<file path="src/riscv_consts.svh">
`ifndef RISCV_CONSTS_SVH
`define RISCV_CONSTS_SVH

// data and address width
`define RV_XLEN 32
`define RV_REG_COUNT 32
`define RV_RESET_PC 32'h0000_0000
// pc step without compressed instructions
`define RV_INSN_BYTES 4

// major opcodes in insn[6:0]
`define RV_OPC_LUI 7'b0110111
`define RV_OPC_AUIPC 7'b0010111
`define RV_OPC_JAL 7'b1101111
`define RV_OPC_JALR 7'b1100111
`define RV_OPC_BRANCH 7'b1100011
`define RV_OPC_LOAD 7'b0000011
`define RV_OPC_STORE 7'b0100011
`define RV_OPC_OP_IMM 7'b0010011
`define RV_OPC_OP 7'b0110011
`define RV_OPC_SYSTEM 7'b1110011

`endif

</file>
<file path="src/riscv_pkg.sv">
`include "riscv_consts.svh"

package riscv_pkg;

  typedef logic [$clog2(`RV_REG_COUNT)-1:0] reg_addr_t;

  // immediate forms of arithmetic share the register-form values
  typedef enum logic [4:0] {
    OP_LUI, OP_AUIPC, OP_JAL, OP_JALR,
    OP_BEQ, OP_BNE, OP_BLT, OP_BGE, OP_BLTU, OP_BGEU,
    OP_LB, OP_LH, OP_LW, OP_LBU, OP_LHU,
    OP_ADD, OP_SUB, OP_SLL, OP_SLT, OP_SLTU,
    OP_XOR, OP_SRL, OP_SRA, OP_OR, OP_AND,
    OP_SB, OP_SH, OP_SW,
    OP_ECALL, OP_EBREAK, OP_ILLEGAL
  } op_e;

  typedef enum logic [1:0] {SIZE_BYTE, SIZE_HALF, SIZE_WORD} mem_size_e;

  typedef enum logic [1:0] {REQ_NONE, REQ_FETCH, REQ_LOAD, REQ_STORE} mem_kind_e;

  typedef enum logic [2:0] {
    ST_FETCH, ST_WAIT_INSN, ST_EXECUTE, ST_WAIT_DATA,
    ST_CHECK_PC, ST_WRITE_BACK, ST_TRAP
  } cpu_state_e;

  typedef struct packed {
    op_e                 op;
    reg_addr_t           rd;
    reg_addr_t           rs1;
    reg_addr_t           rs2;
    logic [`RV_XLEN-1:0] imm;
    logic                uses_imm;
  } decoded_t;

  typedef struct packed {
    logic [`RV_XLEN-1:0] result;
    logic [`RV_XLEN-1:0] next_pc;
  } alu_out_t;

  typedef struct packed {
    mem_kind_e           kind;
    logic [`RV_XLEN-1:0] addr;
    mem_size_e           size;
    logic                zero_ext;
    logic [`RV_XLEN-1:0] wdata;
  } mem_cmd_t;

endpackage

</file>
<file path="src/riscv_decoder.sv">
`timescale 1ns/1ns
`include "riscv_consts.svh"

module riscv_decoder (
  input  logic [`RV_XLEN-1:0] insn,
  output riscv_pkg::decoded_t dec
);
  import riscv_pkg::*;

  logic [6:0] opcode;
  logic [2:0] funct3;
  logic [6:0] funct7;
  logic [`RV_XLEN-1:0] imm_i, imm_s, imm_b, imm_u, imm_j;

  assign opcode = insn[6:0];
  assign funct3 = insn[14:12];
  assign funct7 = insn[31:25];

  assign imm_i = {{20{insn[31]}}, insn[31:20]};
  assign imm_s = {{20{insn[31]}}, insn[31:25], insn[11:7]};
  assign imm_b = {{19{insn[31]}}, insn[31], insn[7], insn[30:25], insn[11:8], 1'b0};
  assign imm_u = {insn[31:12], 12'b0};
  assign imm_j = {{11{insn[31]}}, insn[31], insn[19:12], insn[20], insn[30:21], 1'b0};

  always_comb begin
    dec.op = OP_ILLEGAL;
    dec.rd = insn[11:7];
    dec.rs1 = insn[19:15];
    dec.rs2 = insn[24:20];
    dec.imm = imm_i;
    dec.uses_imm = 1'b0;
    case (opcode)
      `RV_OPC_LUI: begin
        dec.op = OP_LUI;
        dec.imm = imm_u;
      end
      `RV_OPC_AUIPC: begin
        dec.op = OP_AUIPC;
        dec.imm = imm_u;
      end
      `RV_OPC_JAL: begin
        dec.op = OP_JAL;
        dec.imm = imm_j;
      end
      `RV_OPC_JALR: begin
        if (funct3 == 3'b000) dec.op = OP_JALR;
        dec.uses_imm = 1'b1;
      end
      `RV_OPC_BRANCH: begin
        dec.imm = imm_b;
        case (funct3)
          3'b000: dec.op = OP_BEQ;
          3'b001: dec.op = OP_BNE;
          3'b100: dec.op = OP_BLT;
          3'b101: dec.op = OP_BGE;
          3'b110: dec.op = OP_BLTU;
          3'b111: dec.op = OP_BGEU;
          default: dec.op = OP_ILLEGAL;
        endcase
      end
      `RV_OPC_LOAD: begin
        dec.uses_imm = 1'b1;
        case (funct3)
          3'b000: dec.op = OP_LB;
          3'b001: dec.op = OP_LH;
          3'b010: dec.op = OP_LW;
          3'b100: dec.op = OP_LBU;
          3'b101: dec.op = OP_LHU;
          default: dec.op = OP_ILLEGAL;
        endcase
      end
      `RV_OPC_STORE: begin
        dec.imm = imm_s;
        dec.uses_imm = 1'b1;
        case (funct3)
          3'b000: dec.op = OP_SB;
          3'b001: dec.op = OP_SH;
          3'b010: dec.op = OP_SW;
          default: dec.op = OP_ILLEGAL;
        endcase
      end
      `RV_OPC_OP_IMM: begin
        dec.uses_imm = 1'b1;
        case (funct3)
          3'b000: dec.op = OP_ADD;
          3'b010: dec.op = OP_SLT;
          3'b011: dec.op = OP_SLTU;
          3'b100: dec.op = OP_XOR;
          3'b110: dec.op = OP_OR;
          3'b111: dec.op = OP_AND;
          3'b001: if (funct7 == 7'b0000000) dec.op = OP_SLL;
          default: begin
            // funct3 101 is srl or sra by funct7
            if (funct7 == 7'b0000000) dec.op = OP_SRL;
            else if (funct7 == 7'b0100000) dec.op = OP_SRA;
          end
        endcase
      end
      `RV_OPC_OP: begin
        case ({funct7, funct3})
          10'b0000000_000: dec.op = OP_ADD;
          10'b0100000_000: dec.op = OP_SUB;
          10'b0000000_001: dec.op = OP_SLL;
          10'b0000000_010: dec.op = OP_SLT;
          10'b0000000_011: dec.op = OP_SLTU;
          10'b0000000_100: dec.op = OP_XOR;
          10'b0000000_101: dec.op = OP_SRL;
          10'b0100000_101: dec.op = OP_SRA;
          10'b0000000_110: dec.op = OP_OR;
          10'b0000000_111: dec.op = OP_AND;
          default: dec.op = OP_ILLEGAL;
        endcase
      end
      `RV_OPC_SYSTEM: begin
        if (insn == 32'h0000_0073) dec.op = OP_ECALL;
        else if (insn == 32'h0010_0073) dec.op = OP_EBREAK;
      end
      default: dec.op = OP_ILLEGAL;
    endcase
  end

endmodule

</file>
<file path="src/riscv_regfile.sv">
`timescale 1ns/1ns
`include "riscv_consts.svh"

module riscv_regfile (
  input  logic                clk,
  input  riscv_pkg::reg_addr_t rs1,
  input  riscv_pkg::reg_addr_t rs2,
  output logic [`RV_XLEN-1:0] rs1_data,
  output logic [`RV_XLEN-1:0] rs2_data,
  input  logic                we,
  input  riscv_pkg::reg_addr_t rd,
  input  logic [`RV_XLEN-1:0] rd_data
);

  // x0 has no storage
  logic [`RV_XLEN-1:0] regs [1:`RV_REG_COUNT-1];

  assign rs1_data = (rs1 == '0) ? '0 : regs[rs1];
  assign rs2_data = (rs2 == '0) ? '0 : regs[rs2];

  always_ff @(posedge clk) begin
    if (we && rd != '0) begin
      regs[rd] <= rd_data;
    end
  end

endmodule

</file>
<file path="src/riscv_alu.sv">
`timescale 1ns/1ns
`include "riscv_consts.svh"

module riscv_alu (
  input  riscv_pkg::decoded_t dec,
  input  logic [`RV_XLEN-1:0] rs1_data,
  input  logic [`RV_XLEN-1:0] rs2_data,
  input  logic [`RV_XLEN-1:0] pc,
  output riscv_pkg::alu_out_t res
);
  import riscv_pkg::*;

  logic [`RV_XLEN-1:0] op_b, sum, pc_step, pc_rel;
  logic [4:0] shamt;
  logic taken;

  assign op_b = dec.uses_imm ? dec.imm : rs2_data;
  assign shamt = op_b[4:0];
  // also the effective address for loads, stores and jalr
  assign sum = rs1_data + op_b;
  assign pc_step = pc + `RV_XLEN'(`RV_INSN_BYTES);
  assign pc_rel = pc + dec.imm;

  always_comb begin
    case (dec.op)
      OP_BEQ: taken = rs1_data == rs2_data;
      OP_BNE: taken = rs1_data != rs2_data;
      OP_BLT: taken = $signed(rs1_data) < $signed(rs2_data);
      OP_BGE: taken = $signed(rs1_data) >= $signed(rs2_data);
      OP_BLTU: taken = rs1_data < rs2_data;
      OP_BGEU: taken = rs1_data >= rs2_data;
      default: taken = 1'b0;
    endcase
  end

  always_comb begin
    res.result = sum;
    res.next_pc = pc_step;
    case (dec.op)
      OP_LUI: res.result = dec.imm;
      OP_AUIPC: res.result = pc_rel;
      OP_JAL: begin
        res.result = pc_step;
        res.next_pc = pc_rel;
      end
      OP_JALR: begin
        res.result = pc_step;
        res.next_pc = {sum[`RV_XLEN-1:1], 1'b0};
      end
      OP_BEQ, OP_BNE, OP_BLT, OP_BGE, OP_BLTU, OP_BGEU: begin
        res.next_pc = taken ? pc_rel : pc_step;
      end
      OP_SUB: res.result = rs1_data - op_b;
      OP_SLL: res.result = rs1_data << shamt;
      OP_SLT: res.result = `RV_XLEN'($signed(rs1_data) < $signed(op_b));
      OP_SLTU: res.result = `RV_XLEN'(rs1_data < op_b);
      OP_XOR: res.result = rs1_data ^ op_b;
      OP_SRL: res.result = rs1_data >> shamt;
      OP_SRA: res.result = $signed(rs1_data) >>> shamt;
      OP_OR: res.result = rs1_data | op_b;
      OP_AND: res.result = rs1_data & op_b;
      default: res.result = sum;
    endcase
  end

endmodule

</file>
<file path="src/riscv_mem_port.sv">
`timescale 1ns/1ns
`include "riscv_consts.svh"

module riscv_mem_port (
  input  logic                clk,
  input  logic                reset,
  input  riscv_pkg::mem_cmd_t cmd,
  output logic                done,
  output logic [`RV_XLEN-1:0] rdata,
  output logic                mem_valid,
  output logic                mem_instr,
  input  logic                mem_ready,
  output logic [`RV_XLEN-1:0] mem_addr,
  output logic [`RV_XLEN-1:0] mem_wdata,
  output logic [3:0]          mem_wstrb,
  input  logic [`RV_XLEN-1:0] mem_rdata
);
  import riscv_pkg::*;

  logic start;
  logic [`RV_XLEN-1:0] lane_word, load_value, store_data;
  logic [3:0] store_strb;

  // done blocks a second launch while control still holds the old command
  assign start = (cmd.kind != REQ_NONE) && !mem_valid && !done;
  assign lane_word = mem_rdata >> {cmd.addr[1:0], 3'b000};

  always_comb begin
    case (cmd.size)
      SIZE_BYTE: load_value = cmd.zero_ext ? {{(`RV_XLEN-8){1'b0}}, lane_word[7:0]} :
                                             {{(`RV_XLEN-8){lane_word[7]}}, lane_word[7:0]};
      SIZE_HALF: load_value = cmd.zero_ext ? {{(`RV_XLEN-16){1'b0}}, lane_word[15:0]} :
                                             {{(`RV_XLEN-16){lane_word[15]}}, lane_word[15:0]};
      default: load_value = mem_rdata;
    endcase
  end

  // data is replicated into every lane and the strobe picks one
  always_comb begin
    case (cmd.size)
      SIZE_BYTE: begin
        store_data = {4{cmd.wdata[7:0]}};
        store_strb = 4'b0001 << cmd.addr[1:0];
      end
      SIZE_HALF: begin
        store_data = {2{cmd.wdata[15:0]}};
        store_strb = cmd.addr[1] ? 4'b1100 : 4'b0011;
      end
      default: begin
        store_data = cmd.wdata;
        store_strb = 4'b1111;
      end
    endcase
  end

  always_ff @(posedge clk) begin
    if (reset) begin
      mem_valid <= 1'b0;
      done <= 1'b0;
    end else begin
      done <= mem_valid && mem_ready;
      if (mem_valid) begin
        if (mem_ready) mem_valid <= 1'b0;
      end else if (start) begin
        mem_valid <= 1'b1;
      end
    end
  end

  always_ff @(posedge clk) begin
    if (start) begin
      mem_addr <= {cmd.addr[`RV_XLEN-1:2], 2'b00};
      mem_instr <= cmd.kind == REQ_FETCH;
      mem_wdata <= store_data;
      mem_wstrb <= (cmd.kind == REQ_STORE) ? store_strb : 4'b0000;
    end
    if (mem_valid && mem_ready) begin
      rdata <= load_value;
    end
  end

endmodule

</file>
<file path="src/riscv_control.sv">
`timescale 1ns/1ns
`include "riscv_consts.svh"

module riscv_control (
  input  logic                clk,
  input  logic                reset,
  output logic [`RV_XLEN-1:0] insn,
  input  riscv_pkg::decoded_t dec,
  input  riscv_pkg::alu_out_t res,
  input  logic [`RV_XLEN-1:0] rs2_data,
  output logic [`RV_XLEN-1:0] pc,
  output riscv_pkg::mem_cmd_t cmd,
  input  logic                done,
  input  logic [`RV_XLEN-1:0] rdata,
  output logic                we,
  output logic [`RV_XLEN-1:0] rd_data,
  output logic                trap
);
  import riscv_pkg::*;

  cpu_state_e state;
  mem_size_e size;
  logic is_load, is_store, is_jump, is_branch, is_fault;
  logic addr_misaligned, target_misaligned;

  assign is_load = dec.op inside {OP_LB, OP_LH, OP_LW, OP_LBU, OP_LHU};
  assign is_store = dec.op inside {OP_SB, OP_SH, OP_SW};
  assign is_jump = dec.op inside {OP_JAL, OP_JALR};
  assign is_branch = dec.op inside {OP_BEQ, OP_BNE, OP_BLT, OP_BGE, OP_BLTU, OP_BGEU};
  assign is_fault = dec.op inside {OP_ECALL, OP_EBREAK, OP_ILLEGAL};

  always_comb begin
    case (dec.op)
      OP_LB, OP_LBU, OP_SB: size = SIZE_BYTE;
      OP_LH, OP_LHU, OP_SH: size = SIZE_HALF;
      default: size = SIZE_WORD;
    endcase
  end

  assign addr_misaligned = (size == SIZE_WORD && res.result[1:0] != 2'b00) ||
                           (size == SIZE_HALF && res.result[0]);
  assign target_misaligned = res.next_pc[1:0] != 2'b00;

  // insn and regs do not change while waiting, so the command holds
  always_comb begin
    cmd.kind = REQ_NONE;
    cmd.addr = pc;
    cmd.size = SIZE_WORD;
    cmd.zero_ext = 1'b0;
    cmd.wdata = rs2_data;
    case (state)
      ST_FETCH, ST_WAIT_INSN: cmd.kind = REQ_FETCH;
      ST_WAIT_DATA: begin
        cmd.kind = is_store ? REQ_STORE : REQ_LOAD;
        cmd.addr = res.result;
        cmd.size = size;
        cmd.zero_ext = dec.op inside {OP_LBU, OP_LHU};
      end
      default: cmd.kind = REQ_NONE;
    endcase
  end

  // links come from the alu result, loads from the port
  assign we = (state == ST_WRITE_BACK) ||
              (state == ST_CHECK_PC && is_jump && !target_misaligned) ||
              (state == ST_WAIT_DATA && is_load && done);
  assign rd_data = is_load ? rdata : res.result;
  assign trap = state == ST_TRAP;

  always_ff @(posedge clk) begin
    if (reset) begin
      state <= ST_FETCH;
      pc <= `RV_RESET_PC;
    end else begin
      case (state)
        ST_FETCH: state <= ST_WAIT_INSN;
        ST_WAIT_INSN: if (done) state <= ST_EXECUTE;
        ST_EXECUTE: begin
          if (is_fault) state <= ST_TRAP;
          else if (is_jump || is_branch) state <= ST_CHECK_PC;
          else if (is_load || is_store) state <= addr_misaligned ? ST_TRAP : ST_WAIT_DATA;
          else state <= ST_WRITE_BACK;
        end
        ST_WAIT_DATA: begin
          if (done) begin
            pc <= pc + `RV_XLEN'(`RV_INSN_BYTES);
            state <= ST_FETCH;
          end
        end
        ST_CHECK_PC: begin
          if (target_misaligned) begin
            state <= ST_TRAP;
          end else begin
            pc <= res.next_pc;
            state <= ST_FETCH;
          end
        end
        ST_WRITE_BACK: begin
          pc <= res.next_pc;
          state <= ST_FETCH;
        end
        ST_TRAP: state <= ST_TRAP;
        default: state <= ST_FETCH;
      endcase
    end
  end

  always_ff @(posedge clk) begin
    if (state == ST_WAIT_INSN && done) begin
      insn <= rdata;
    end
  end

endmodule

</file>
<file path="src/riscv.sv">
`timescale 1ns/1ns
`include "riscv_consts.svh"

module riscv (
  input  logic                clk,
  input  logic                reset,
  output logic                mem_valid,
  output logic                mem_instr,
  input  logic                mem_ready,
  output logic [`RV_XLEN-1:0] mem_addr,
  output logic [`RV_XLEN-1:0] mem_wdata,
  output logic [3:0]          mem_wstrb,
  input  logic [`RV_XLEN-1:0] mem_rdata,
  output logic                trap
);
  import riscv_pkg::*;

  logic [`RV_XLEN-1:0] insn, pc;
  logic [`RV_XLEN-1:0] rs1_data, rs2_data;
  logic [`RV_XLEN-1:0] rdata, rd_data;
  logic done, we;
  decoded_t dec;
  alu_out_t res;
  mem_cmd_t cmd;

  riscv_decoder decoder_inst (
    .insn (insn),
    .dec  (dec)
  );

  riscv_regfile regfile_inst (
    .clk      (clk),
    .rs1      (dec.rs1),
    .rs2      (dec.rs2),
    .rs1_data (rs1_data),
    .rs2_data (rs2_data),
    .we       (we),
    .rd       (dec.rd),
    .rd_data  (rd_data)
  );

  riscv_alu alu_inst (
    .dec      (dec),
    .rs1_data (rs1_data),
    .rs2_data (rs2_data),
    .pc       (pc),
    .res      (res)
  );

  riscv_mem_port mem_port_inst (
    .clk       (clk),
    .reset     (reset),
    .cmd       (cmd),
    .done      (done),
    .rdata     (rdata),
    .mem_valid (mem_valid),
    .mem_instr (mem_instr),
    .mem_ready (mem_ready),
    .mem_addr  (mem_addr),
    .mem_wdata (mem_wdata),
    .mem_wstrb (mem_wstrb),
    .mem_rdata (mem_rdata)
  );

  riscv_control control_inst (
    .clk      (clk),
    .reset    (reset),
    .insn     (insn),
    .dec      (dec),
    .res      (res),
    .rs2_data (rs2_data),
    .pc       (pc),
    .cmd      (cmd),
    .done     (done),
    .rdata    (rdata),
    .we       (we),
    .rd_data  (rd_data),
    .trap     (trap)
  );

endmodule

</file>
<file path="config.mk">
export PLATFORM = sky130hd
export DESIGN_NAME = riscv
export DESIGN_NICKNAME = d
export VERILOG_FILES = /design/src/riscv_pkg.sv /design/src/riscv_decoder.sv /design/src/riscv_regfile.sv /design/src/riscv_alu.sv /design/src/riscv_mem_port.sv /design/src/riscv_control.sv /design/src/riscv.sv
export VERILOG_INCLUDE_DIRS = /design/src
export SDC_FILE = /design/constraint.sdc
export NUM_CORES = 2
export LEC_CHECK = 0
export BUFFER_PORTS_ARGS = -buffer_cell sky130_fd_sc_hd__buf_2
export CELL_PAD_IN_SITES_DETAIL_PLACEMENT = 0
export CELL_PAD_IN_SITES_GLOBAL_PLACEMENT = 2
export CORE_UTILIZATION = 49
export DETAILED_ROUTE_END_ITERATION = 6
export GPL_TIMING_DRIVEN = 0
export PLACE_DENSITY_LB_ADDON = 0.1
export SKIP_CTS_REPAIR_TIMING = 1
export SYNTH_ARGS = -nofsm -noshare
export SYNTH_HDL_FRONTEND = slang
export SYNTH_HIERARCHICAL = 1
export SYNTH_SLANG_ARGS = --single-unit
</file>
<file path="constraint.sdc">
create_clock -name clk -period 21.4 [get_ports clk]
set_input_delay 2.14 -clock clk [delete_from_list [all_inputs] [get_ports clk]]
set_output_delay 2.14 -clock clk [all_outputs]
set_load 0.01 [all_outputs]
</file>
==> out/results.ini <==
[critical_path]
worst-endpoint-arrival_ns = 12.97
cp_max_fo = 31
r2r_slack_ns = 8.82
worstPathRequired_ns = 21.78
max_stage_delay_ns = 1.19
regToRegStartpoint = control_inst/insn[21]
critPathLaunchType = register
critPathKind = register to register
path_common_cell = buf_2
crit_family = buffers and inverters
cp_slowest_cell = nor3_1
path_buf_inv = 9
crit_path_end_kind = register
worstSetupStartpoint = control_inst/insn[21]
worstPathCellList = buf_4, buf_2, nor2_1, clkbuf_1, buf_2, nand2_1, nand3_1, nand4_1, mux2i_4, buf_2, buf_2, buf_1, clkbuf_1, ha_1, clkbuf_1, nor2_1, nor3_1, o21ai_0, o31ai_2, a31oi_1, o21ai_0, o21ai_0, nor3_1, mux2_2

[worst_hold_path]
hp-class = register to register
hold_start = mem_port_inst/rdata[3]

[yosys]
yosys.area.top_type = edfxtp_1
ys_async_sr_fraction_pct = 0
ys_seq_elements = 1160
synth_top_area_share_pct = 47.9
synth_warnings = 6
synth_cell_types = 122
seq_area_frac_synth_pct = 49.0
yosys-top-cells-count = edfxtp_1 (1123), mux2i_1 (453), nor2_1 (378)
syn_area_per_cell_um2 = 12.6
synth_area_um2 = 70400
yosysMostFrequentCell = edfxtp_1
synth_area_leaders = edfxtp_1 (48%), mux4_2 (12%), mux2i_1 (6.4%), ha_1 (3.0%), mux2_2 (2.1%)
synth-edff-count = 1123
synthFlopType = edfxtp_1
synthCells = 5578

[timing]
timing.final.crit_period_ns = 12.58
setup_viol = 0
rsz0062_at_grt = no
finalMaxSlewViolations = 47
fmax_ghz = 0.0795
slew_headroom_pct = -14.2
worst_slew_pin_slew_ns = 1.71
setup-tns-final_ns = 0
skew_ns = 0.105
holdWs_ns = 0.413
finalHoldViolCount = 0
period_share_pct = 58.8

[die]
start_util_pct = 49.5
dieWidth_um = 381
die_h_um = 381
core_area_um2 = 142000
fp.dieArea_um2 = 145000
ios = 106
num_rows = 138

[clock_network]
cts_tree = built
clock-sinks = 1160
clk_pin_slew_worst_paths_ns = 0.07
clk_latency_ns = 0.80
cts_root_buf = clkbuf_16
numCtsBuffers = 120
clockBufferDepth = 3
htree_levels = 3

[pwr]
ir_worst_vdd_v = 0.0000833
power_density_nw_per_um2 = 70.4
p_clk_share_pct = 40.0
power_switching_w = 0.00147
seqPwrFrac_pct = 47.3
p_comb_share_pct = 12.7
p_leak_nw = 27.6
p_int_w = 0.00406
switching_share_pct = 26.6

[global_routing]
overflow = 0
grt_max_degree = 34
antenna_found_initial = 26
grt_first_pass_wirelength_mm = 440
grt_pass1_vias = 52200
grt.total_usage_pct = 44.5

[detailed_routing]
dr.pass1.iters = 7
vias = 56100
drt-initial-drc-count = 7844
vias_per_cell = 7.15
postRouteAntennaNets = 0
routed_wl_mm = 330
routedWlPerCell_um = 42.0
drc = 0

[cells_and_area]
nets = 6052
synthToLayoutAreaGrowth_pct = 11.6
fillers = 12000
drive_gt1_share_pct = 19.6

[status]
violations = capacitance limit, slew limit
status = finished with violations

[placement]
portBuffers = 103
dpl.hpwl_mm = 248
gp_congestion = 1.11

[run]
max_cap_violations = 9

stage by stage:
step	setup slack [ns]	total power, W	cells	area, um2	utilization, %
finish	8.82	0.00553	7851	78500	55.2
global route	9.01	0.00563	7836	78500	55.2
CTS	9.43	0.00551	7835	78500	55.2
detailed placement	9.46	0.00333	7613	74300	52.3
global placement	7.23	0.00333	7572	73300	51.5
floorplan	12.96	0.00300	5579	70400	-
final timing paths:
kind	endpoint	cells after the start
max	regfile_inst/regs[18][19]	24
max reg2reg	regfile_inst/regs[18][19]	24
min	control_inst/insn[3]	0
min reg2reg	control_inst/insn[3]	0
state kept, by name (all words and copies together), names as in the netlist:
register and flops:
regfile_inst/regs 992, control_inst/insn 32, control_inst/pc 32, mem_port_inst/mem_wdata 32, mem_port_inst/rdata 32, mem_port_inst/mem_addr 30, mem_port_inst/mem_wstrb 4, control_inst/state 3
mem_port_inst/done 1, mem_port_inst/mem_instr 1, mem_port_inst/mem_valid 1
layout make-up:
cell class,instances,area (um2),share of cell area [%]
inverters,161,607,0.773
flip-flops and latches,1160,34500,43.9
plain buffers,453,2390,3.05
repair buffers,145,1290,1.65
clock inverters,83,1060,1.35
clock buffers,139,3110,3.96
well taps,1890,2360,3.01
multi-input cells,3805,33200,42.3
diodes,15,37.5,0.0478
worst register-to-register path, cell delays in order, from the launching register on:
cell and delay (ns):
edfxtp_1 0.50, buf_4 0.23, buf_2 0.26, nor2_1 0.85
clkbuf_1 0.96, buf_2 0.51, nand2_1 0.11, nand3_1 0.15
nand4_1 0.67, mux2i_4 0.73, buf_2 0.37, buf_2 0.32
buf_1 0.54, clkbuf_1 0.49, ha_1 0.20, clkbuf_1 0.38
nor2_1 0.12, nor3_1 0.26, o21ai_0 0.32, o31ai_2 0.95
a31oi_1 0.45, o21ai_0 0.50, o21ai_0 0.19, nor3_1 1.19
mux2_2 0.93
cell families after synthesis:
kind of cell	share of synthesized area, %
muxes	20.6
adders and majority gates	3.07
DFF	49.0
AOI/OAI and AO/OA	13.0
and+or+nand+nor	8.87
buffers and inverters	4.26
other	0.00533
xor gates and xnor gates	1.24
power by group through the flow:
| stage | Clock [W] | Sequential, W | Combinational, W |
|---|---|---|---|
| finish | 0.00221 | 0.00261 | 0.000702 |
| global route | 0.00231 | 0.00262 | 0.000710 |
| CTS | 0.00223 | 0.00261 | 0.000672 |
| detailed placement | 0 | 0.00266 | 0.000669 |
| global placement | 0 | 0.00267 | 0.000658 |
| floorplan | 0 | 0.00267 | 0.000336 |
layout by cell type (no fill, tap or decap), types with 31 or more instances in the layout:
| cell type | instances |
|---|---|
| nand4_1 | 52 |
| o211ai_1 | 44 |
| a21o_1 | 76 |
| and2_1 | 52 |
| nand3_1 | 110 |
| buf_6 | 31 |
| nor2_4 | 31 |
| xor2_1 | 31 |
| buf_2 | 217 |
| a31oi_1 | 42 |
| nand2_1 | 333 |
| nor2b_1 | 64 |
| o21ai_0 | 158 |
| dfxtp_1 | 37 |
| a211oi_1 | 62 |
| a22oi_1 | 122 |
| mux4_2 | 363 |
| clkbuf_16 | 121 |
| a211o_1 | 44 |
| a221oi_1 | 43 |
| nor2_1 | 347 |
| buf_1 | 40 |
| o21a_1 | 52 |
| inv_1 | 153 |
| mux2i_1 | 453 |
| a22o_1 | 56 |
| mux2_2 | 131 |
| edfxtp_1 | 1123 |
| buf_4 | 88 |
| clkbuf_1 | 202 |
| nor3_1 | 66 |
| a21oi_1 | 283 |
| xnor2_1 | 69 |
| a311o_1 | 33 |
| and3_1 | 37 |
| ha_1 | 168 |
metal layers:
metal / share of wire [%] / vias up / GRT usage, %
met5: 0.046 / - / 0
met1: 35 / 28500 / 54.6
li1: - / 22600 / -
met3: 11 / 956 / 10.5
met4: 10 / 12 / 38.0
met2: 43 / 4013 / 66.5
No activity file was read; power rests on OpenSTA's default activity.
